$ cat src/common/scratch_pkg.sv
// Shared widths, sizes and register offsets for the scratch memory subsystem.
// Memory and control space each cover 4 KB of the 8 KB bus window.
// Addresses are byte addresses; bits 1:0 are ignored everywhere.

`default_nettype none

package scratch_pkg;

    // data path
    localparam int XLEN           = 32;
    localparam int BYTES_PER_WORD = XLEN / 8;

    // scratch size
    localparam int MEM_KB      = 4;
    localparam int MEM_LINES   = (MEM_KB * 1024) / BYTES_PER_WORD;
    localparam int LINE_ADDR_W = $clog2(MEM_LINES);

    // bus window, truncated to 13 bits
    localparam int BUS_ADDR_W   = 13;
    localparam int CTRL_SEL_BIT = 12;

    // control register word offsets
    localparam logic [LINE_ADDR_W-1:0] REG_RESET_OFS = 'd0;
    localparam logic [LINE_ADDR_W-1:0] REG_MODE_OFS  = 'd1;

    // arbitration policy
    localparam logic MODE_FIXED       = 1'b0;
    localparam logic MODE_ROUND_ROBIN = 1'b1;

endpackage

`default_nettype wire

$ cat src/design/bus_port.sv
// Bus-side decode: bit 12 clear goes to memory, set goes to control registers.
// Control access: done 1 cycle after request. Memory access: 3 cycles uncontested.
// The bus holds req and payload until done and drops req at the done edge.

`default_nettype none

module bus_port (
    input  wire logic                                   clk,
    input  wire logic                                   rst,

    // bus side
    input  wire logic                                   bus_req,
    input  wire logic                                   bus_we,
    input  wire logic [scratch_pkg::BYTES_PER_WORD-1:0] bus_be,
    input  wire logic [scratch_pkg::BUS_ADDR_W-1:0]     bus_addr,
    input  wire logic [scratch_pkg::XLEN-1:0]           bus_wdata,
    output logic                                        bus_done,
    output logic      [scratch_pkg::XLEN-1:0]           bus_rdata,

    // toward the arbiter
    output logic                                        mem_req,
    output logic                                        mem_we,
    output logic      [scratch_pkg::BYTES_PER_WORD-1:0] mem_be,
    output logic      [scratch_pkg::LINE_ADDR_W-1:0]    mem_addr,
    output logic      [scratch_pkg::XLEN-1:0]           mem_wdata,
    input  wire logic                                   mem_done,
    input  wire logic [scratch_pkg::XLEN-1:0]           mem_rdata,

    // toward the control registers
    output logic                                        reg_wr,
    output logic                                        reg_rd,
    output logic      [scratch_pkg::LINE_ADDR_W-1:0]    reg_idx,
    output logic                                        reg_wdata,
    input  wire logic [scratch_pkg::XLEN-1:0]           reg_rdata
);

    logic sel_ctrl;
    logic active;       // request not yet answered
    logic ctrl_q;       // space of the last access, steers read data
    logic [scratch_pkg::XLEN-1:0] mem_rdata_q;

    assign sel_ctrl = bus_addr[scratch_pkg::CTRL_SEL_BIT];
    // req is still high in the done cycle, so mask it there
    assign active   = bus_req && !bus_done;

    // control space, only bit 0 of a register is writable
    assign reg_wr    = active && sel_ctrl && bus_we && bus_be[0];
    assign reg_rd    = active && sel_ctrl && !bus_we;
    assign reg_idx   = bus_addr[scratch_pkg::CTRL_SEL_BIT-1:2];
    assign reg_wdata = bus_wdata[0];

    // memory space
    assign mem_req   = active && !sel_ctrl;
    assign mem_we    = bus_we;
    assign mem_be    = bus_be;
    assign mem_addr  = bus_addr[scratch_pkg::CTRL_SEL_BIT-1:2];
    assign mem_wdata = bus_wdata;

    always_ff @(posedge clk) begin
        if (rst) begin
            bus_done <= 1'b0;
        end else begin
            bus_done <= (active && sel_ctrl) || mem_done;
        end
    end

    always_ff @(posedge clk) begin
        if (active) begin
            ctrl_q <= sel_ctrl;
        end
        if (mem_done) begin
            mem_rdata_q <= mem_rdata;
        end
    end

    assign bus_rdata = ctrl_q ? reg_rdata : mem_rdata_q;

endmodule

`default_nettype wire

$ cat config.mk
export PLATFORM = sky130hd
export DESIGN_NAME = bus_port
export DESIGN_NICKNAME = d
export VERILOG_FILES = /design/src/common/scratch_pkg.sv /design/src/design/bus_port.sv
export SDC_FILE = /design/constraint.sdc
export NUM_CORES = 1
export LEC_CHECK = 0
export BUFFER_PORTS_ARGS = -buffer_cell sky130_fd_sc_hd__buf_2
export CORE_MARGIN = 1
export CORE_UTILIZATION = 32
export DETAILED_ROUTE_END_ITERATION = 10
export PLACE_DENSITY = 0.86
export SYNTH_ARGS = -nofsm -noshare
export SYNTH_HDL_FRONTEND = slang
export SYNTH_SLANG_ARGS = --single-unit
$ cat constraint.sdc
create_clock -name clk -period 0.97 [get_ports clk]
set_input_delay 0 -clock clk [delete_from_list [all_inputs] [get_ports clk]]
set_output_delay 0 -clock clk [all_outputs]
set_load 0.02 [all_outputs]
Yosys cells after proc, flatten, opt, wreduce, memory -nomap -nowiden --
Index checks and enable logic that the tools add are counted.
Operators by class: reduce and logical (&&, ||, !) cells 10, muxes and demuxes 1
Operators by type and width (count):
- $mux W32 | 1
- $logic_and A1 B1 Y1 | 6
- $logic_not A1 Y1 | 3
- $logic_or A1 B1 Y1 | 1
Word-level totals: input port bits 118, register bits 34

Longest topological paths before layout --
depth in word-level cells 5, depth in mapped cells 3

Least setup slack after synthesis --
OpenSTA, ideal clock, no wires.
kind register to output, start point register ctrl_q, end point output bus_rdata[0] (netlist bit), cell stages (with the launch flop) 4, buffers on the path 2, slack -0.004 ns, data arrival time 0.974 ns, cells stage by stage edfxtp_1 -> buf_6 -> buf_12 -> mux2_4
On the way: word-level cells in the longest chain between the ends 1
Ends and longest elaborated chain:
- from (decl) | line bus_port.sv:39 | logic ctrl_q;
- from (signal assigned) | line bus_port.sv:69 | ctrl_q <= sel_ctrl;
- $mux W32 | line bus_port.sv:76 | assign bus_rdata = ctrl_q ? reg_rdata : mem_rdata_q;
- to (decl) | line bus_port.sv:18 | output logic [scratch_pkg::XLEN-1:0] bus_rdata,
Every way passes these cells.

Worst setup path after layout --
start point register ctrl_q, end point output bus_rdata[28] (netlist bit)
The elaborated chain is that of the path after synthesis.

==> results.sh <==
export IMPL_clock_latency_ns=0.28
export IMPL_dieHeight_um=81.7
export IMPL_cts_buffers=5
export IMPL_fp_dieW_um=81.7
export IMPL_drive_above_1_share_pct=68.1
export IMPL_pin_count=212
export IMPL_synth_main_ff_cell="edfxtp_1"
export IMPL_vias=1306
export IMPL_cts_root_buf="clkbuf_8"
export IMPL_fp_coreArea_um2=6030
export IMPL_grt_antenna_before_repair=0
export IMPL_dp_cells=261
export IMPL_grt_pass1_vias=1259
export IMPL_antenna_cells=0
export IMPL_synth_top_area_share_pct=48.8
export IMPL_vdd_drop_max_uv=626
export IMPL_slew_viol_final=0
export IMPL_cp_max_fo=21
export IMPL_die_area_um2=6670
export IMPL_drc=0
export IMPL_cts_tree="yes"
export IMPL_grt_pass1_wl_um=6550
export IMPL_syn_to_final_growth_pct=37.9
export IMPL_yosysUniqueCellTypes=13
export IMPL_cp_required_ns=0.97
export IMPL_synth_edff_count=33
export IMPL_globalplace_congestion=0.629
export IMPL_clockBufferDepth=2
export IMPL_yosysMostFrequentCell="buf_4"
export IMPL_grt_max_degree=34
export IMPL_ys_ff_latch=34
export IMPL_gr_total_overflow=0
export IMPL_hpwl_um=3710
export IMPL_placed_area_um2=2210
export IMPL_fin_setup_tns_ns=-13.94
export IMPL_track_usage_pct=14.0
export IMPL_highest_layer="met4"
export IMPL_yosysWarnings=0
export IMPL_p_leak_nw=1.31
export IMPL_first_iter_violations=20
export IMPL_drt_pass1_iterations=4
export IMPL_worstMarginPinSlew_ns=0.179
export IMPL_portBuffers=108
export IMPL_rsz0062_at_grt="yes"
export IMPL_ant_nets=0
export IMPL_nets=346
export IMPL_cp_end_kind="primary output"
export IMPL_viasPerCell=4.30
export IMPL_fmax_mhz=694
export IMPL_htree_levels=2
export IMPL_synth_cells=136
export IMPL_rows=28
export IMPL_syn_area_um2=2030
export IMPL_routedWlPerCell_um=16.5
export IMPL_max_cap_viol_count=0
export IMPL_clk_pin_slew_worst_paths_ns=0.07
export IMPL_relSlewSlack_pct=88.0
export IMPL_synth_async_sr_flop_share_pct=0
export IMPL_fin_cells=304
export IMPL_dp_slack_ns=-0.174
export IMPL_hp_class="input port to primary output"
export IMPL_synth_seq_area_share_pct=49.8
export IMPL_wl_met1_um=1470
export IMPL_start_util_pct=33.7
export IMPL_final_area_um2=2800
export IMPL_finClkSkew_ns=0.0000999
export IMPL_synth_top_area_cell="edfxtp_1"
export IMPL_fin_ws_ns=-0.471
export IMPL_whs_ns=0.00000887
export IMPL_ys_top_cells_by_area="edfxtp_1 49%, mux2_4 22%, buf_4 21%"
export IMPL_run_status="complete, but fails checks"
export IMPL_avgSynthCellArea_um2=14.9
export IMPL_critPathKind="flip-flop to primary output"
export IMPL_finalCriticalPeriod_ns=1.44
export IMPL_finalHoldViolCount=0
export IMPL_arrival_ns=1.44
export IMPL_wl_met2_um=2670
export IMPL_ys_top_cells_by_count="58 x buf_4, 33 x edfxtp_1, 30 x mux2_4, 3 x buf_12"
export IMPL_power_mw=4.25
export IMPL_fillers=541
export IMPL_cts_num_sinks=34
export IMPL_startpoint_type="flip-flop"
export IMPL_synth_nets=254
export IMPL_routed_wirelength_um=5030
export IMPL_wl_met3_um=802
export IMPL_setup_viol=35
export IMPL_period_share_pct=149
export IMPL_violations="negative setup slack"
export IMPL_pwr_density_cell_nw_per_um2=1520
export IMPL_fin_util_pct=46.5
routing by layer:
metal | vias up | GRT usage (%)
met5 | - | 0
met4 | 0 | 5.79
met3 | 12 | 9.33
met2 | 117 | 25.7
met1 | 580 | 11.6
li1 | 597 | -
critical path, cell delays in order (launching register included):
cell and delay, ns:
edfxtp_1 0.42, buf_12 0.22, mux2_2 0.35, buf_2 0.16
cell type report:
type	instances	area [um^2]	area share [%]
multi-input combinational	39	514	18.4
clock inverter	3	68.8	2.46
sequential	34	1010	36.1
clock buffer	5	68.8	2.46
tap	75	93.8	3.35
timing repair buffer	147	1040	37.1
inverter	1	3.75	0.134
cells in the final DEF (no fill, tap or decap), drive strengths merged:
master / n
nand3b: 1
bufinv: 2
dlygate4sd3: 34
buf: 113
mux2: 32
a21oi: 1
dfxtp: 1
nor2b: 2
clkinv: 1
edfxtp: 33
clkbuf: 5
inv: 1
nor2: 2
nand2: 1
sequential cells by signal, indices dropped and copies added (netlist names):
name	flops
bus_done	1
ctrl_q	1
mem_rdata_q	32
kinds of logic after synthesis:
logic type             after synthesis  synth area share, %
flip-flops                          34                 49.8
buffers and inverters               63                 25.1
AO/OA/AOI/OAI                        1                0.246
multiplexers                        32                 23.3
AND/OR/NAND/NOR                      6                 1.54
report_power, final:
group	switching, mW	total [mW]	leakage, nW	internal (mW)
sequential	0.0358	1.77	0.331	1.74
combinational	0.393	0.939	0.910	0.545
clock	0.510	1.54	0.0683	1.03
path summary, 6_finish.rpt:
| check | startpoint | to | slack [ns] | cells past startpoint |
|---|---|---|---|---|
| worst min-delay path | bus_be[2] | mem_be[2] | 0.000009 | 0 |
| worst min register to register | bus_done | bus_done | 0.66 | 2 |
| worst max-delay path | ctrl_q | bus_rdata[28] | -0.47 | 3 |
| worst max register to register | bus_done | ctrl_q | 0.12 | 2 |
repair_timing:
item,4_1_cts,5_1_grt
pin swaps,1,0
buffers inserted,1,0
endpoints found under the setup margin,35,35
cloned,0,0
hold buffers,34,0
hold endpoints to repair,34,0
gates resized for setup,11,23
No activity file was read; power rests on OpenSTA's default activity.
