**src/common/scratch_pkg.sv**
```systemverilog
// Shared widths, sizes and register offsets for the scratch memory subsystem.
// Memory and control space each cover 4 KB of the 8 KB bus window.
// Addresses are byte addresses; bits 1:0 are ignored everywhere.

`default_nettype none

package scratch_pkg;

    // data path
    localparam int XLEN           = 32;
    localparam int BYTES_PER_WORD = XLEN / 8;

    // scratch size
    localparam int MEM_KB      = 4;
    localparam int MEM_LINES   = (MEM_KB * 1024) / BYTES_PER_WORD;
    localparam int LINE_ADDR_W = $clog2(MEM_LINES);

    // bus window, truncated to 13 bits
    localparam int BUS_ADDR_W   = 13;
    localparam int CTRL_SEL_BIT = 12;

    // control register word offsets
    localparam logic [LINE_ADDR_W-1:0] REG_RESET_OFS = 'd0;
    localparam logic [LINE_ADDR_W-1:0] REG_MODE_OFS  = 'd1;

    // arbitration policy
    localparam logic MODE_FIXED       = 1'b0;
    localparam logic MODE_ROUND_ROBIN = 1'b1;

endpackage

`default_nettype wire

```
**src/design/ctrl_regs.sv**
```systemverilog
// Two one-bit control registers: core reset hold and arbitration mode.
// Writes land at the request edge; reads return the bit in bit 0, registered.
// Unmapped offsets read as zero and ignore writes.

`default_nettype none

module ctrl_regs (
    input  wire logic                                clk,
    input  wire logic                                rst,
    input  wire logic                                reg_wr,
    input  wire logic                                reg_rd,
    input  wire logic [scratch_pkg::LINE_ADDR_W-1:0] reg_idx,
    input  wire logic                                reg_wdata,
    output logic      [scratch_pkg::XLEN-1:0]        reg_rdata,
    output logic                                     arb_mode,
    output logic                                     core_rst
);

    // core held in reset until software releases it
    always_ff @(posedge clk) begin
        if (rst) begin
            core_rst <= 1'b1;
            arb_mode <= scratch_pkg::MODE_FIXED;
        end else if (reg_wr) begin
            case (reg_idx)
                scratch_pkg::REG_RESET_OFS: core_rst <= reg_wdata;
                scratch_pkg::REG_MODE_OFS:  arb_mode <= reg_wdata;
                default: ;
            endcase
        end
    end

    // read data only updates on a read
    always_ff @(posedge clk) begin
        if (reg_rd) begin
            reg_rdata <= '0;
            case (reg_idx)
                scratch_pkg::REG_RESET_OFS: reg_rdata[0] <= core_rst;
                scratch_pkg::REG_MODE_OFS:  reg_rdata[0] <= arb_mode;
                default: ;
            endcase
        end
    end

endmodule

`default_nettype wire

```
**config.mk**
```make
export PLATFORM = sky130hd
export DESIGN_NAME = ctrl_regs
export DESIGN_NICKNAME = d
export VERILOG_FILES = /design/src/common/scratch_pkg.sv /design/src/design/ctrl_regs.sv
export SDC_FILE = /design/constraint.sdc
export NUM_CORES = 1
export LEC_CHECK = 0
export BUFFER_PORTS_ARGS = -buffer_cell sky130_fd_sc_hd__buf_2
export CAP_MARGIN = 40
export CORE_MARGIN = 1
export CORE_UTILIZATION = 28
export CTS_CLUSTER_SIZE = 30
export DETAILED_ROUTE_END_ITERATION = 12
export PLACE_DENSITY = 0.73
export SLEW_MARGIN = 20
export SYNTH_ARGS = -nofsm -noshare
export SYNTH_HDL_FRONTEND = slang
export SYNTH_SLANG_ARGS = --single-unit
```
**constraint.sdc**
```tcl
create_clock -name clk -period 1.45 [get_ports clk]
set_clock_uncertainty 0.2 [all_clocks]
set_input_delay 0.29 -clock clk [delete_from_list [all_inputs] [get_ports clk]]
set_output_delay 0.29 -clock clk [all_outputs]
set_load 0.05 [all_outputs]
```
**Word level (Yosys, flattened, before mapping)**

Index checks and enable logic that the tools add are counted.

- Reductions and logical operators: 3
- Muxes and demuxes: 1
- Equal/unequal tests: 1

Operators by type and width:

| kind | number |
|---|---|
| 10-bit by 1-bit equality test with 1-bit output (second input constant) | 1 |
| 10-bit zero test | 1 |
| 2-bit AND reduction | 2 |
| 1-bit one-hot mux with 2 select lines | 1 |

- Flip-flop bits (word level): 3
- Output and inout bits: 34

**Logic depth before layout (Yosys ltp)**

Gate-level depths: netlist of run 1.

- Depth after elaboration: 2
- Gate-level depth with buffers: 3

**Worst setup path after synthesis of run 1**

No wires, ideal clock.

- Kind: input to register
- Start: input reg_idx[9] (netlist bit)
- End: register arb_mode
- Slack: -0.151 ns
- Stages on the path: 3
- Arrival: 1.329 ns
- Setup time: 0.072 ns
- Buffers on the path: 0
- Cell sequence: or4_4 -> nor4_1 -> mux2i_1

- Word-level cells in the longest chain between the ends: 2

RTL lines:

| what | line | text |
|---|---|---|
| start: declaration | ctrl_regs.sv:12 | `input wire logic [scratch_pkg::LINE_ADDR_W-1:0] reg_idx,` |
| 10-bit by 1-bit equality test with 1-bit output | ctrl_regs.sv:25 | `case (reg_idx)` |
| 2-bit AND reduction (no line) | -- |  |
| end signal: assignment | ctrl_regs.sv:23 | `arb_mode <= scratch_pkg::MODE_FIXED;` |
| end signal: assignment | ctrl_regs.sv:27 | `scratch_pkg::REG_MODE_OFS: arb_mode <= reg_wdata;` |
| end: declaration | ctrl_regs.sv:15 | `output logic arb_mode,` |

Every way passes these cells.
A chain may end at the register's enable or synchronous reset.

**Final worst setup path of run 1**

- Start: input reg_idx[2] (netlist bit)
- End: register core_rst

- Word-level cells in the longest chain between the ends: 2

RTL lines:

| what | line | text |
|---|---|---|
| 10-bit zero test | ctrl_regs.sv:25 |  |
| 2-bit AND reduction (no line) | -- |  |
| end signal: assignment | ctrl_regs.sv:26 | `scratch_pkg::REG_RESET_OFS: core_rst <= reg_wdata;` |
| end: declaration | ctrl_regs.sv:16 | `output logic core_rst` |

Every way passes these cells.

==> results.sh, run 1 <==
export IMPL_status="complete, no violations"
export IMPL_ys_types=10
export IMPL_dr_total_vias=286
export IMPL_critPathLaunch="reg_idx[2]"
export IMPL_cp_cell_sequence="buf_6 -> or4_4 -> nor4_4 -> mux2i_1"
export IMPL_portBuffers=17
export IMPL_syn_cell_area_um2=408
export IMPL_setup_viol=0
export IMPL_track_usage_pct=7.79
export IMPL_finalWirelength_um=595
export IMPL_dieArea_mm2=0.00161
export IMPL_ys_seq_elements=3
export IMPL_ir_drop_v=0.000546
export IMPL_die_height_um=40.2
export IMPL_dr_first_iter_drc_count=3
export IMPL_drv_cap=0
export IMPL_r2r_start="core_rst$_SDFFE_PP1P_"
export IMPL_row_count=13
export IMPL_dp_slack_ps=-292
export IMPL_crit_buf_inv=1
export IMPL_clk_path_buf_depth=2
export IMPL_cpPeakStageDelay_ps=570
export IMPL_regArea_um2=70.1
export IMPL_cts_clk_slew_worst_paths_ps=40
export IMPL_grt_pass1_vias=186
export IMPL_cp_top_family="simple AND/OR/NAND/NOR gates"
export IMPL_ios=49
export IMPL_hp_start="reg_rd"
export IMPL_multi_input_comb_area_um2=248
export IMPL_worstHoldPathType="in2reg"
export IMPL_fillCellCount=150
export IMPL_fin_nets=85
export IMPL_seq_area_frac_synth_pct=17.2
export IMPL_arrival_ps=1390
export IMPL_hold_viol=0
export IMPL_clock_sinks=3
export IMPL_die_w_um=40.2
export IMPL_crit_type="in2reg"
export IMPL_cp_required_ps=1410
export IMPL_place_gp_congestion=0.610
export IMPL_cts_root_buf="clkbuf_4"
export IMPL_power_density_mw_per_mm2=992
export IMPL_htreeDepth=1
export IMPL_drcViolationCount=0
export IMPL_viasPerCell=3.40
export IMPL_rsz0062_at_grt="yes"
export IMPL_grt_pass1_wl_um=717
export IMPL_core_mm2=0.00133
export IMPL_synth_area_per_cell_um2=8.32
export IMPL_power_leakage_nw=0.248
export IMPL_end_kind="flip-flop"
export IMPL_timing_fmax_mhz=702
export IMPL_cts_tree="yes"
export IMPL_insertion_delay_ps=230
export IMPL_antenna_found_initial=0
export IMPL_holdPathEnd="reg_rdata[0]$_DFFE_PP_"
export IMPL_layout_drive_gt1_share_pct=34.8
export IMPL_setup_ws_ps=25.7
export IMPL_r2r_cells=2
export IMPL_yosysWarnings=0
export IMPL_drtPass1Iterations=2
export IMPL_worst_hold_slack_ps=53.3
export IMPL_num_antenna_cells=0
export IMPL_initial_core_util_pct=30.6
export IMPL_numCtsBuffers=3
export IMPL_critPathSlowestCell="or4_4"
export IMPL_hold_depth=1
export IMPL_dp_hpwl_um=496
export IMPL_grt_max_degree=5
export IMPL_slew_viol_final=0
export IMPL_timing_final_crit_share_pct=98.2
export IMPL_startpoint_type="primary input"
export IMPL_routedWlPerCell_um=7.08
export IMPL_critPathMaxFanout=3
export IMPL_cts_setup_buffers=0
export IMPL_ant_nets=0
export IMPL_period_minus_slack_ps=1420
export IMPL_r2r_end="reg_rdata[0]$_DFFE_PP_"
export IMPL_syn_inst=49
export IMPL_r2r_slack_ps=490
export IMPL_area_growth_pct=11.3
export IMPL_grt_overflow=0
[cell families after synthesis]
logic type | Yosys count | share of synthesized area, %
muxes | 3 | 7.36
and+or+nand+nor | 11 | 17.5
buffers and inverters | 31 | 57.1
other | 1 | 0.919
DFF | 3 | 17.2
[worst max path at each step]
stage                                       end  depth (start not counted)
after floorplan           arb_mode$_SDFFE_PP0P_                          3
after global placement    core_rst$_SDFFE_PP1P_                          4
after detailed placement  core_rst$_SDFFE_PP1P_                          4
after CTS                 core_rst$_SDFFE_PP1P_                          4
after global routing      core_rst$_SDFFE_PP1P_                          4
final                     core_rst$_SDFFE_PP1P_                          4
[power breakdown]
part | internal (mW) | switching (mW) | total, mW
sequential | 0.0883 | 0.000189 | 0.0885
clock | 0.103 | 0.0429 | 0.146
combinational | 0.0218 | 0.194 | 0.216
total | 0.213 | 0.237 | 0.451
[layout make-up]
cell class                      count  share of cell area (%)
Tap cell                           15                    4.13
Clock buffer                        4                    5.79
Multi-Input combinational cell     45                    54.5
Sequential cell                     3                    15.4
Timing Repair Buffer               17                    20.1
[worst register-to-register path, delay by kind of cell (launching register included)]
family | cells | cell delay, ps
multiplexers | 1 | 80
flip-flops | 1 | 350
AND/OR/NAND/NOR | 1 | 160
[routing by layer]
| metal | wire, um | global-route usage [%] |
|---|---|---|
| met5 | 0 | 0 |
| met2 | 311 | 7.66 |
| met1 | 190 | 8.85 |
| met4 | 0 | 5.17 |
| met3 | 92 | 8.89 |
[repair_timing]
item,4_1_cts,5_1_grt
setup endpoints to repair,2,2
endpoints found under the hold margin,0,0
hold buffers,0,0
pin swaps,3,3
resized for setup,2,1
[flip-flops by register name, indices dropped and copies added, names as in the netlist]
| register | flops |
|---|---|
| reg_rdata | 1 |
| core_rst | 1 |
| arb_mode | 1 |
[synth_stat cells]
| master | count | area (um^2) |
|---|---|---|
| edfxtp_1 | 1 | 30.0 |
| dfxtp_1 | 2 | 40.0 |
| mux2i_1 | 3 | 30.0 |
| nor4_1 | 3 | 18.8 |
| buf_4 | 31 | 233 |
| nand2_1 | 1 | 3.75 |
| nand2b_1 | 3 | 18.8 |
| conb_1 | 1 | 3.75 |
| or4_4 | 2 | 22.5 |
| nor2_1 | 2 | 7.51 |
[per-stage QoR]
stage / total power [mW] / cells / setup TNS, ps / cell area [um^2] / util [%]
3_5_place_dp: 0.299 / 80 / -713 / 404 / 30.3
4_1_cts: 0.454 / 84 / 0 / 448 / 33.6
6_report: 0.451 / 84 / 0 / 454 / 34.1
5_1_grt: 0.479 / 84 / -29.0 / 454 / 34.1
2_1_floorplan: 0.342 / 79 / -230 / 533 / -
3_3_place_gp: 0.298 / 80 / -689 / 404 / 30.3
[placed cells by master (no fill, tap or decap)]
cell,synthesis,final
conb_1,1,31
buf_2,0,16
mux2i_1,3,3
nand2b_1,3,3
clkbuf_4,0,3
or4_4,2,2
nor4_4,0,2
nor2_1,2,2
dfxtp_1,2,2
nor4_1,3,1
nand2_1,1,1
clkbuf_1,0,1
buf_6,0,1
edfxtp_1,1,1
Note: power is estimated with default switching activity, not from simulation.
==> inputs of run 2 (changes only) <==
Settings changed: CORE_MARGIN 1 to 3.
==> run 2 against run 1 <==
Compared with the run above: the run now ends with setup timing left; maximum frequency shrank 2.1%; highest routed layer is now met4; largest cell class unchanged; register-to-register slack got worse by 40 ps; non-clock buffer count did not move; largest power group unchanged; die area increased by 21%; combinational power increased by 2%.
==> results.sh, run 2 (same netlist as run 1, synthesis figures left out) <==
export IMPL_period_minus_slack_ps=1450
export IMPL_initial_core_util_pct=30.6
export IMPL_ir_drop_v=0.000301
export IMPL_fin_nets=85
export IMPL_timing_final_crit_share_pct=100
export IMPL_viasPerCell=3.52
export IMPL_cts_root_buf="clkbuf_4"
export IMPL_place_gp_congestion=0.631
export IMPL_hold_buffers=0
export IMPL_clock_sinks=3
export IMPL_power_density_mw_per_mm2=985
export IMPL_cts_setup_buffers=0
export IMPL_status="finished with violations"
export IMPL_ios=49
export IMPL_die_height_um=44.2
export IMPL_final_common_cell="conb_1"
export IMPL_grt_overflow=0
export IMPL_layout_drive_gt1_share_pct=34.8
export IMPL_power_leakage_nw=0.250
export IMPL_cp_cell_sequence="buf_6 -> or4_4 -> nor4_4 -> mux2i_1"
export IMPL_htreeDepth=1
export IMPL_drv_cap=0
export IMPL_row_count=13
export IMPL_setup_viol=1
export IMPL_placedCellCount=80
export IMPL_drcViolationCount=0
export IMPL_grt_pass1_vias=259
export IMPL_crit_buf_inv=1
export IMPL_cpPeakStageDelay_ps=570
export IMPL_antenna_found_initial=0
export IMPL_area_growth_pct=12.9
export IMPL_ant_nets=0
export IMPL_cts_clk_slew_worst_paths_ps=40
export IMPL_dr_first_iter_drc_count=2
export IMPL_grt_max_degree=5
export IMPL_rsz0062_at_grt="yes"
export IMPL_track_usage_pct=8.83
export IMPL_multi_input_comb_area_um2=248
export IMPL_num_antenna_cells=0
export IMPL_timing_fmax_mhz=687
export IMPL_hold_viol=0
export IMPL_dieArea_mm2=0.00195
export IMPL_portBuffers=17
export IMPL_numCtsBuffers=3
export IMPL_cp_top_family="simple AND/OR/NAND/NOR gates"
export IMPL_dp_hpwl_um=641
export IMPL_end_kind="flip-flop"
export IMPL_violations="setup timing"
export IMPL_slew_viol_final=0
export IMPL_critPathSlowestCell="or4_4"
export IMPL_die_w_um=44.2
export IMPL_instances_no_fill=84
export IMPL_insertion_delay_ps=230
export IMPL_reg_largest_list="arb_mode x1, core_rst x1, reg_rdata x1"
export IMPL_drtPass1Iterations=2
export IMPL_grt_pass1_wl_mm=1.10
export IMPL_fillCellCount=155
export IMPL_regArea_um2=70.1
export IMPL_fin_util_pct=34.5
export IMPL_routedWlPerCell_um=9.24
export IMPL_clk_path_buf_depth=2
export IMPL_cts_tree="yes"
export IMPL_core_mm2=0.00133
export IMPL_worst_hold_slack_ps=56.4
export IMPL_startpoint_type="primary input"
export IMPL_worstHoldPathType="in2reg"
export IMPL_fin_total_pwr_uw=453
export IMPL_cp_required_ps=1410
export IMPL_finalWirelength_um=776
export IMPL_dr_total_vias=296
export IMPL_critPathMaxFanout=3
export IMPL_crit_type="in2reg"
export IMPL_setup_ws_ps=-4.66
export IMPL_arrival_ps=1420
export IMPL_final_cell_mix="conb_1 (31), buf_2 (15), mux2i_1 (3), nand2b_1 (3), clkbuf_4 (3)"
[run 2: cell counts in the layout (fill, tap and decap cells not counted)]
No cell type changed its count.
[run 2: final timing paths]
kind,from,to,slack (ps),cells after the start
setup / recovery,reg_idx[2],core_rst$_SDFFE_PP1P_,-5,4
hold / removal,reg_rd,reg_rdata[0]$_DFFE_PP_,60,1
setup reg to reg,arb_mode$_SDFFE_PP0P_,reg_rdata[0]$_DFFE_PP_,450,2
hold reg to reg,arb_mode$_SDFFE_PP0P_,arb_mode$_SDFFE_PP0P_,280,2
[run 2: repair_timing]
item / in CTS / in global routing
endpoints found under the setup margin: 2 / 2
pin swaps: 3 / 3
resized for setup: 3 / 1
[run 2: metrics by stage]
stage                     worst slack [ps]  instance area (um^2)  setup TNS (ps)
after detailed placement              -313                   404            -782
after global placement                -279                   404            -699
after floorplan                       -115                   533            -230
after CTS                             3.34                   454               0
final                                -4.66                   460           -4.66
after global routing                 -44.1                   460           -58.9
[run 2: area by class of cell]
cell class,instances,share of cell area [%]
multi-input cells,45,53.8
repair buffers,17,21.2
flip-flops and latches,3,15.2
well taps,15,4.08
clock buffers,4,5.71
[run 2: worst register-to-register path, stage by stage (launching register included)]
cell     delay [ps]
dfxtp_1         340
mux2i_1          80
nor4_1          190
[run 2: routing by layer]
layer | GRT usage (%) | wire (um) | share of wire, %
met5 | 0 | 0 | 0
met4 | 7.23 | 5 | 0.64
met3 | 6.91 | 107 | 14
met2 | 15.4 | 442 | 57
met1 | 5.85 | 221 | 28
[run 2: where the power goes]
part           switching, mW  total [mW]  internal [mW]
logic                  0.196       0.220         0.0235
clock network         0.0423       0.145          0.103
registers           0.000210      0.0884         0.0882
