<file path="src/common/scratch_pkg.sv">
// Shared widths, sizes and register offsets for the scratch memory subsystem.
// Memory and control space each cover 4 KB of the 8 KB bus window.
// Addresses are byte addresses; bits 1:0 are ignored everywhere.

`default_nettype none

package scratch_pkg;

    // data path
    localparam int XLEN           = 32;
    localparam int BYTES_PER_WORD = XLEN / 8;

    // scratch size
    localparam int MEM_KB      = 4;
    localparam int MEM_LINES   = (MEM_KB * 1024) / BYTES_PER_WORD;
    localparam int LINE_ADDR_W = $clog2(MEM_LINES);

    // bus window, truncated to 13 bits
    localparam int BUS_ADDR_W   = 13;
    localparam int CTRL_SEL_BIT = 12;

    // control register word offsets
    localparam logic [LINE_ADDR_W-1:0] REG_RESET_OFS = 'd0;
    localparam logic [LINE_ADDR_W-1:0] REG_MODE_OFS  = 'd1;

    // arbitration policy
    localparam logic MODE_FIXED       = 1'b0;
    localparam logic MODE_ROUND_ROBIN = 1'b1;

endpackage

`default_nettype wire

</file>
<file path="src/mem_port_arbiter/mem_port_arbiter.sv">
// Shares memory port B between the core data port and the bus-side requester.
// One access in flight; uncontested request to done is 2 cycles.
// Requesters hold req and payload until done and drop req at the done edge.
// Addresses here are word indices.

`default_nettype none

module mem_port_arbiter (
    input  wire logic                                   clk,
    input  wire logic                                   rst,
    input  wire logic                                   arb_mode,

    // core data requester
    input  wire logic                                   core_req,
    input  wire logic                                   core_we,
    input  wire logic [scratch_pkg::BYTES_PER_WORD-1:0] core_be,
    input  wire logic [scratch_pkg::LINE_ADDR_W-1:0]    core_addr,
    input  wire logic [scratch_pkg::XLEN-1:0]           core_wdata,
    output logic                                        core_done,
    output logic      [scratch_pkg::XLEN-1:0]           core_rdata,

    // bus-side requester
    input  wire logic                                   mem_req,
    input  wire logic                                   mem_we,
    input  wire logic [scratch_pkg::BYTES_PER_WORD-1:0] mem_be,
    input  wire logic [scratch_pkg::LINE_ADDR_W-1:0]    mem_addr,
    input  wire logic [scratch_pkg::XLEN-1:0]           mem_wdata,
    output logic                                        mem_done,
    output logic      [scratch_pkg::XLEN-1:0]           mem_rdata,

    // memory port B
    output logic                                        b_en,
    output logic                                        b_we,
    output logic      [scratch_pkg::BYTES_PER_WORD-1:0] b_be,
    output logic      [scratch_pkg::LINE_ADDR_W-1:0]    b_addr,
    output logic      [scratch_pkg::XLEN-1:0]           b_wdata,
    input  wire logic [scratch_pkg::XLEN-1:0]           b_rdata
);

    typedef enum logic [1:0] {
        ST_IDLE,
        ST_ISSUE,
        ST_RESPOND
    } arb_state_t;

    arb_state_t state;
    logic       last_bus;   // also owner of the access in flight
    logic       grant_core;
    logic       grant_bus;

    // bus wins when alone, or in round robin when the core went last
    always_comb begin
        grant_bus = mem_req &&
                    (!core_req ||
                     (arb_mode == scratch_pkg::MODE_ROUND_ROBIN && !last_bus));
        grant_core = core_req && !grant_bus;
    end

    always_ff @(posedge clk) begin
        if (rst) begin
            state    <= ST_IDLE;
            last_bus <= 1'b0;
        end else begin
            case (state)
                ST_IDLE: begin
                    if (grant_core || grant_bus) begin
                        state    <= ST_ISSUE;
                        last_bus <= grant_bus;
                    end
                end
                ST_ISSUE:   state <= ST_RESPOND;
                ST_RESPOND: state <= ST_IDLE;
                default:    state <= ST_IDLE;
            endcase
        end
    end

    // latch winner payload, held stable through issue
    always_ff @(posedge clk) begin
        if (state == ST_IDLE) begin
            if (grant_bus) begin
                b_we    <= mem_we;
                b_be    <= mem_be;
                b_addr  <= mem_addr;
                b_wdata <= mem_wdata;
            end else if (grant_core) begin
                b_we    <= core_we;
                b_be    <= core_be;
                b_addr  <= core_addr;
                b_wdata <= core_wdata;
            end
        end
    end

    assign b_en = (state == ST_ISSUE);

    // done to whoever owns the access
    assign core_done  = (state == ST_RESPOND) && !last_bus;
    assign mem_done   = (state == ST_RESPOND) && last_bus;
    assign core_rdata = b_rdata;
    assign mem_rdata  = b_rdata;

endmodule

`default_nettype wire

</file>
<file path="config.mk">
export PLATFORM = sky130hd
export DESIGN_NAME = mem_port_arbiter
export DESIGN_NICKNAME = d
export VERILOG_FILES = /design/src/common/scratch_pkg.sv /design/src/mem_port_arbiter/mem_port_arbiter.sv
export SDC_FILE = /design/constraint.sdc
export NUM_CORES = 1
export LEC_CHECK = 0
export BUFFER_PORTS_ARGS = -buffer_cell sky130_fd_sc_hd__buf_2
export CORE_AREA = 2 2 94 96
export DETAILED_ROUTE_END_ITERATION = 12
export DIE_AREA = 0 0 96 98
export PLACE_DENSITY = 0.71
export SYNTH_ARGS = -nofsm -noshare
export SYNTH_HDL_FRONTEND = slang
export SYNTH_SLANG_ARGS = --single-unit
</file>
<file path="constraint.sdc">
create_clock -name clk -period 4.34 [get_ports clk]
set_clock_uncertainty 0.05 [all_clocks]
set_input_delay 0.217 -clock clk [delete_from_list [all_inputs] [get_ports clk]]
set_output_delay 0.217 -clock clk [all_outputs]
set_load 0.02 [all_outputs]
</file>
* Word-level counts from Yosys, hierarchy flattened
Index checks and enable logic that the tools add are counted.
** Word-level totals
- Register bits :: 50
- Bits in latches :: 0
- Bits in writable memories :: 0
- ROM bits :: 0
- Bits of input ports :: 131
- Output and inout port bits :: 114
- Logic and storage cells :: 33
- Memories kept :: 0
** Operators by class
- $add $sub $neg :: 0
- $mul :: 0
- Divide/modulo/power cells :: 0
- $lt $le $gt $ge :: 0
- Eq/ne operators :: 3
- Shift operators :: 0
- Multiplexer cells :: 10
- Bitwise gates (word level) :: 0
- Reductions and logical operators :: 14
** Operators by type and width (number)
- two-way mux 32 bit :: 2
- two-way mux 10 bit :: 2
- two-way mux 4 bit :: 2
- logical AND 1 bit :: 5
- one-hot mux 2 bit (2 select lines) :: 1
- AND reduction 2 bit :: 2
- zero test 1 bit :: 3
- equality test 2 x 1 -> 1 bit, second input constant :: 1
- equality test 2 bit, second input constant :: 1
- zero test 2 bit :: 1
- logical OR 1 bit :: 2
- two-way mux 1 bit :: 2
- two-way mux 2 bit :: 1
- != test 2 bit, second input constant :: 1
- nonzero test 2 bit :: 1

* Logic depth before layout (Yosys ltp)
Gate-level depths: netlist of the first run.
- Word-level depth :: 9
- Depth in mapped cells :: 5

* Worst setup path before layout of the first run
OpenSTA, ideal clock, no wires.
- Path type :: flip-flop to flip-flop
- Start point :: register state[1]
- End point :: register b_addr[0] (netlist name), enable pin
- Data arrival time :: 1.612 ns
- Required time :: 3.882 ns
- Slack :: 2.270 ns
- Cell stages (with the launch flop) :: 3
- Buffers on the path :: 0
- Cells stage by stage :: dfxtp_1 > nor2_1 > o21a_1
** On the way
- Word-level cells in the longest chain between the ends :: 2
** RTL lines
- from (decl) :: RTL line mem_port_arbiter.sv:46 : arb_state_t state;
- from (signal assigned) :: RTL line mem_port_arbiter.sv:61 : state <= ST_IDLE;
- from (signal assigned) :: RTL line mem_port_arbiter.sv:67 : state <= ST_ISSUE;
- from (signal assigned) :: RTL line mem_port_arbiter.sv:71 : ST_ISSUE: state <= ST_RESPOND;
- zero test 2 bit :: RTL line mem_port_arbiter.sv:80 : if (state == ST_IDLE) begin
- AND reduction 2 bit (no source line)
- to (signal assigned) :: RTL line mem_port_arbiter.sv:84 : b_addr <= mem_addr;
- to (signal assigned) :: RTL line mem_port_arbiter.sv:89 : b_addr <= core_addr;
- to (decl) :: RTL line mem_port_arbiter.sv:35 : output logic [scratch_pkg::LINE_ADDR_W-1:0] b_addr,
No other way between the ends.
A chain may end at the register's enable or synchronous reset.

* Worst setup path after layout of the first run
- Start point :: register last_bus
- End point :: register b_addr[7] (netlist name) (data pin)
** On the way
- Word-level cells in the longest chain between the ends :: 5
** RTL lines
- from (decl) :: RTL line mem_port_arbiter.sv:47 : logic last_bus;
- from (signal assigned) :: RTL line mem_port_arbiter.sv:68 : last_bus <= grant_bus;
- zero test 1 bit :: RTL line mem_port_arbiter.sv:55 : (arb_mode == scratch_pkg::MODE_ROUND_ROBIN && !last_bus));
- logical AND 1 bit :: RTL line mem_port_arbiter.sv:55
- logical OR 1 bit :: RTL line mem_port_arbiter.sv:54 : (!core_req ||
- logical AND 1 bit :: RTL line mem_port_arbiter.sv:53 : grant_bus = mem_req &&
- two-way mux 10 bit :: RTL line mem_port_arbiter.sv:81 : if (grant_bus) begin
No other way between the ends.

==> results.sh, run 1 <==
export IMPL_outcome="complete, no violations"
export IMPL_dr_total_vias=1629
export IMPL_placed_cells=368
export IMPL_period_minus_slack_ns=2.491
export IMPL_synth_distinct_cells=17
export IMPL_row_count=34
export IMPL_dr_pass1_iters=4
export IMPL_avgRoutedWirePerCell_um=15.45
export IMPL_power_total_mw=1.155
export IMPL_drt_iter0_drc=38
export IMPL_ys_ff_latch=50
export IMPL_synth_async_reset_ratio_pct=0
export IMPL_core_um2=8466
export IMPL_synth_top_area_share_pct=51.11
export IMPL_crit_slowest_cell="o21ai_4"
export IMPL_worst_hold_path_endpoint="state[0]"
export IMPL_path_class="flop to flop"
export IMPL_port_buffers=148
export IMPL_clk_path_buf_depth=2
export IMPL_hold_viol=0
export IMPL_hp_start="rst"
export IMPL_syn_inst=180
export IMPL_n_antenna_cell=0
export IMPL_area_growth_pct=15.36
export IMPL_worst_path_largest_cell_delay_ns=0.76
export IMPL_cts_max_level=2
export IMPL_period_share_pct=57.40
export IMPL_tightest_slew_ns=1.156
export IMPL_rr_endpoint="b_addr[7]"
export IMPL_cts_resized=0
export IMPL_ios=245
export IMPL_clock_sinks=50
export IMPL_wl_um=5808
export IMPL_synth_ff_type="edfxtp_1"
export IMPL_cts_buffers=5
export IMPL_crit_required_ns=4.34
export IMPL_yosysWarnings=0
export IMPL_fin_cells=376
export IMPL_ys_top_cells_by_count="65 x buf_4, 47 x edfxtp_1, 30 x mux2_4"
export IMPL_drc=0
export IMPL_synthMostInstantiatedCell="buf_4"
export IMPL_worstPathArrival_ns=2.49
export IMPL_synth_top_cells_by_area="edfxtp_1 51%, buf_4 18%, mux2_4 16%, mux2_2 6.9%, buf_12 2.2%"
export IMPL_startpoint_type="flop"
export IMPL_fin_area_um2=3186
export IMPL_r2r_cells=4
export IMPL_synth_edf_count=47
export IMPL_track_usage_pct=11.53
export IMPL_fmax_mhz=401.4
export IMPL_start_util_pct=32.62
export IMPL_cp_end_kind="flop"
export IMPL_grt_overflow=0
export IMPL_synth_fp_nets=311
export IMPL_final_antenna_net_count=0
export IMPL_p_per_area_nw_per_um2=362.6
export IMPL_setup_viol=0
export IMPL_drv_slew=0
export IMPL_hold_class="input pin to flop"
export IMPL_synth_top_cell_by_area="edfxtp_1"
export IMPL_grt_max_degree=49
export IMPL_antenna_found_initial=0
export IMPL_dpl_instance_area_um2=3094
export IMPL_root_buffer="clkbuf_8"
export IMPL_cp_max_fo=24
export IMPL_dp_hpwl_um=4520
export IMPL_clk_latency_ns=0.30
export IMPL_r2r_start="last_bus"
export IMPL_path_cells="nor2b_1 > o21ai_4 > buf_4 > mux2_2"
export IMPL_drive_gt1_share_pct=76.49
export IMPL_min_path_cells=2
export IMPL_avgSynthCellArea_um2=15.34
export IMPL_grt_pass1_vias=1683
export IMPL_die_w_um=96
export IMPL_timing_setup_tns_ns=0
export IMPL_gp_congestion=0.7201
export IMPL_seq_area_frac_synth_pct=53.29
export IMPL_synth_area_um2=2761
export IMPL_die_height_um=98
export IMPL_postCtsSetupBuffers=0
export IMPL_cts_tree="yes"
export IMPL_ir_drop_mv=0.1216
export IMPL_rsz0062_at_grt="false"
export IMPL_p_leak_nw=1.495
export IMPL_cts_hold_buffers=0
export IMPL_grt_first_pass_wirelength_um=8197
export IMPL_layout_nets=398
export IMPL_r2r_slack_ns=1.85
export IMPL_die_area_um2=9408
export IMPL_path_clk_slew_ns=0.09
export IMPL_via_per_inst=4.332
export IMPL_max_slew_margin_pct=22.92
export IMPL_cap_violations=0
==> registers in the layout (all words and copies together) (netlist names) <==
register,cells
b_addr,10
b_be,4
b_wdata,32
b_we,1
last_bus,1
state,2
==> how the worst max path moves through the flow <==
stage / startpoint / endpoint / slack (ns) / cells past startpoint
2_1_floorplan: state[1] / b_addr[0] / 2.27 / 2
3_3_place_gp: arb_mode / b_addr[5] / 1.89 / 5
3_5_place_dp: last_bus / b_addr[7] / 1.80 / 4
4_1_cts: last_bus / b_addr[7] / 1.78 / 4
5_1_grt: last_bus / b_addr[7] / 1.68 / 4
6_report: last_bus / b_addr[7] / 1.85 / 4
==> critical path: cells and delay by family (launching register included) <==
family	cells	cell delay [ns]
compound gates	1	0.76
flops	1	0.42
buf+inv	1	0.50
mux	1	0.39
simple gates	1	0.10
==> cells in the final DEF, fill, tap and decap left out <==
cell type	count
a211oi_1	1
a21o_1	1
a21oi_1	1
and3b_1	1
buf_2	148
buf_4	1
clkbuf_1	1
clkbuf_8	6
clkinv_2	1
dfxtp_1	3
edfxtp_1	47
inv_1	1
mux2_2	17
mux2_4	30
nor2_1	2
nor2b_1	4
nor3b_1	1
o21a_2	1
o21ai_4	1
==> stage by stage <==
stage	hold WS, ns	setup WS [ns]	utilization [%]
after global placement	0.3742	1.887	36.55
after CTS	0.04811	1.775	37.63
after global routing	0.03448	1.676	37.63
final	0.06103	1.849	37.63
after floorplan	0.2386	2.270	-
after detailed placement	0.3788	1.802	36.55
==> kinds of logic after synthesis <==
family	after synthesis	share of synthesized area (%)
buffers and inverters	70	20.39
DFF	50	53.28
muxes	47	23.24
and+or+nand+nor	8	1.767
AOI/OAI and AO/OA	5	1.314
==> routing by layer <==
layer | track usage [%] | wire length, um
met5 | 0 | 0
met4 | 4.725 | 88
met3 | 5.247 | 824
met2 | 20.99 | 2961
met1 | 10.90 | 1933
==> final cells by class <==
type	instances	area, um^2
sequential	50	1471
multi-input combinational	60	735.7
fill	830	5280
inverter	1	3.754
tap	108	135.1
clock inverter	1	5.005
timing repair buffer	149	748.2
clock buffer	7	86.33
==> where the power goes <==
part           switching (mW)  internal (mW)
Clock                   0.152          0.129
Sequential             0.0141          0.596
Combinational           0.143          0.121
Total                   0.310          0.845
No activity file was read; power rests on OpenSTA's default activity.
==> inputs of run 2 (changes only) <==
--- a/config.mk
+++ b/config.mk
@@ -6,10 +6,11 @@
 export NUM_CORES = 1
 export LEC_CHECK = 0
 export BUFFER_PORTS_ARGS = -buffer_cell sky130_fd_sc_hd__buf_2
-export CORE_AREA = 2 2 94 96
+export CORE_ASPECT_RATIO = 0.75
+export CORE_MARGIN = 2
+export CORE_UTILIZATION = 34
 export DETAILED_ROUTE_END_ITERATION = 12
-export DIE_AREA = 0 0 96 98
-export PLACE_DENSITY = 0.71
+export PLACE_DENSITY = 0.76
 export SYNTH_ARGS = -nofsm -noshare
 export SYNTH_HDL_FRONTEND = slang
 export SYNTH_SLANG_ARGS = --single-unit
==> constraint.sdc (replaced) <==
create_clock -name clk -period 2 [get_ports clk]
set_clock_uncertainty 0.05 [all_clocks]
set_input_delay 0.1 -clock clk [delete_from_list [all_inputs] [get_ports clk]]
set_output_delay 0.1 -clock clk [all_outputs]
set_load 0.02 [all_outputs]
==> run 2 against run 1 <==
Compared with the run above:
- die area shrank 5.8%
- largest power group unchanged
- global-route usage up 1.0 points
- highest routed layer unchanged
- via count down 0.37%
- first-iteration DRC count is 79% higher
- cell count grew 0.53%
==> results.sh, run 2 (synthesized netlist as in run 1, its figures left out) <==
export IMPL_cp_end_kind="flop"
export IMPL_met2_usage_pct=23.33
export IMPL_grt_overflow=0
export IMPL_clock_sinks=50
export IMPL_grt_pass1_vias=1591
export IMPL_drc=0
export IMPL_p_int_mw=1.852
export IMPL_worst_hold_path_endpoint="b_wdata[10]"
export IMPL_grt_max_degree=40
export IMPL_ios=245
export IMPL_fmax_mhz=608.4
export IMPL_r2r_start="last_bus"
export IMPL_avgRoutedWirePerCell_um=15.97
export IMPL_grt_use_met1_pct=12.28
export IMPL_multi_input_area_um2=735.7
export IMPL_placed_cells=368
export IMPL_p_seq_share_pct=51.9
export IMPL_die_w_um=108.1
export IMPL_clk_latency_ns=0.30
export IMPL_row_count=28
export IMPL_cts_buffers=5
export IMPL_start_util_pct=35.03
export IMPL_rr_endpoint="b_we"
export IMPL_cts_hold_buffers=2
export IMPL_die_height_um=82.05
export IMPL_grt_first_pass_wirelength_um=8342
export IMPL_timing_hold_ws_ns=0.04312
export IMPL_switching_power_mw=0.6941
export IMPL_tightest_slew_ns=0.3618
export IMPL_drt_iter0_drc=68
export IMPL_startpoint_type="input pin"
export IMPL_drive_gt1_share_pct=76.19
export IMPL_cts_tree="yes"
export IMPL_regMostFlops="b_wdata"
export IMPL_setup_viol=0
export IMPL_largest_reg_flops=32
export IMPL_track_usage_pct=12.55
export IMPL_period_minus_slack_ns=1.644
export IMPL_fillCellCount=739
export IMPL_root_buffer="clkbuf_8"
export IMPL_layout_common_cells="148 x buf_2, 47 x edfxtp_1, 30 x mux2_4, 17 x mux2_2, 6 x clkbuf_8"
export IMPL_hp_start="core_wdata[10]"
export IMPL_max_slew_margin_pct=75.88
export IMPL_worstPathArrival_ns=1.65
export IMPL_period_share_pct=82.18
export IMPL_r2r_slack_ns=0.37
export IMPL_cts_resized=0
export IMPL_dr_total_vias=1623
export IMPL_layout_nets=403
export IMPL_fin_cells=378
export IMPL_r2r_cells=4
export IMPL_cts_max_level=2
export IMPL_gr_max_usage_layer="met2"
export IMPL_sw_frac_of_total_pct=27.27
export IMPL_seqCellArea_um2=1471
export IMPL_wl_um=6038
export IMPL_crit_required_ns=2.01
export IMPL_power_total_mw=2.546
export IMPL_n_antenna_cell=0
export IMPL_area_growth_pct=17.35
export IMPL_clk_path_buf_depth=2
export IMPL_p_leak_nw=1.523
export IMPL_path_class="input pin to flop"
export IMPL_hold_class="input pin to flop"
export IMPL_dr_pass1_iters=3
export IMPL_dp_hpwl_um=4697
export IMPL_postLayoutSetupSlackWorst_ns=0.3563
export IMPL_timing_setup_tns_ns=0
export IMPL_cp_max_fo=39
export IMPL_gp_congestion=0.7080
export IMPL_via_per_inst=4.294
export IMPL_rsz0062_at_grt="false"
export IMPL_port_buffers=148
export IMPL_path_clk_slew_ns=0.09
export IMPL_final_antenna_net_count=0
export IMPL_outcome="complete, no violations"
export IMPL_core_um2=7883
export IMPL_p_per_area_nw_per_um2=785.5
export IMPL_die_area_um2=8866
export IMPL_cap_violations=0
export IMPL_layout_commonest_cell="buf_2"
export IMPL_min_path_cells=2
export IMPL_place_ws_ns=0.3669
export IMPL_clkPwrFrac_pct=24.9
export IMPL_ir_drop_mv=0.2997
export IMPL_postCtsSetupBuffers=0
export IMPL_drv_slew=0
export IMPL_hold_viol=0
export IMPL_comb_power_share_pct=23.2
export IMPL_antenna_found_initial=0
export IMPL_use_met3_pct=6.032
export IMPL_top_regs="b_wdata: 32 flops, b_addr: 10 flops, b_be: 4 flops"
-- run 2: changes by cell type in the layout (fill, tap and decap cells not counted) --
cell	change
buf_4	+2
dlygate4sd3_1	+2
buf_12	+1
clkinv_2	-1
inv_6	+1
-- run 2: layer usage --
layer	wire, um	vias up
met3	815	10
met5	0	-
li1	-	757
met4	73	0
met1	2088	729
met2	3061	127
-- run 2: worst max-delay path by stage --
stage,slack [ns],depth (start not counted),start,endpoint
global route,0.25,4,last_bus,b_addr[3]
finish,0.36,6,core_req,b_we
global placement,0.43,4,last_bus,b_addr[3]
CTS,0.36,6,core_req,b_wdata[2]
floorplan,0.40,2,state[1],b_addr[0]
detailed placement,0.37,4,last_bus,b_we
-- run 2: critical path, cell delays in order --
cell and delay, ns:
dlygate4sd3_1 0.52, buf_2 0.12, inv_1 0.06, o21ai_4 0.18, buf_12 0.28, mux2_2 0.38
-- run 2: power groups by stage --
stage | logic [mW] | clock network (mW) | registers, mW
finish | 0.589 | 0.635 | 1.32
global route | 0.634 | 0.703 | 1.33
CTS | 0.598 | 0.666 | 1.32
detailed placement | 0.593 | 0 | 1.35
global placement | 0.585 | 0 | 1.34
floorplan | 0.414 | 0 | 1.49
-- run 2: cell type report --
type	count	share of cell area [%]
clock buffer	7	2.664
inverter	1	0.1158
multi-input combinational	60	22.70
tap	105	4.054
sequential	50	45.41
clock inverter	1	0.2703
timing repair buffer	154	24.79
-- run 2: metrics by stage --
step / instance area, um^2 / utilization, %
2_1_floorplan: 2763 / -
6_report: 3241 / 41.11
5_1_grt: 3241 / 41.11
3_5_place_dp: 3126 / 39.65
4_1_cts: 3241 / 41.11
3_3_place_gp: 3126 / 39.65
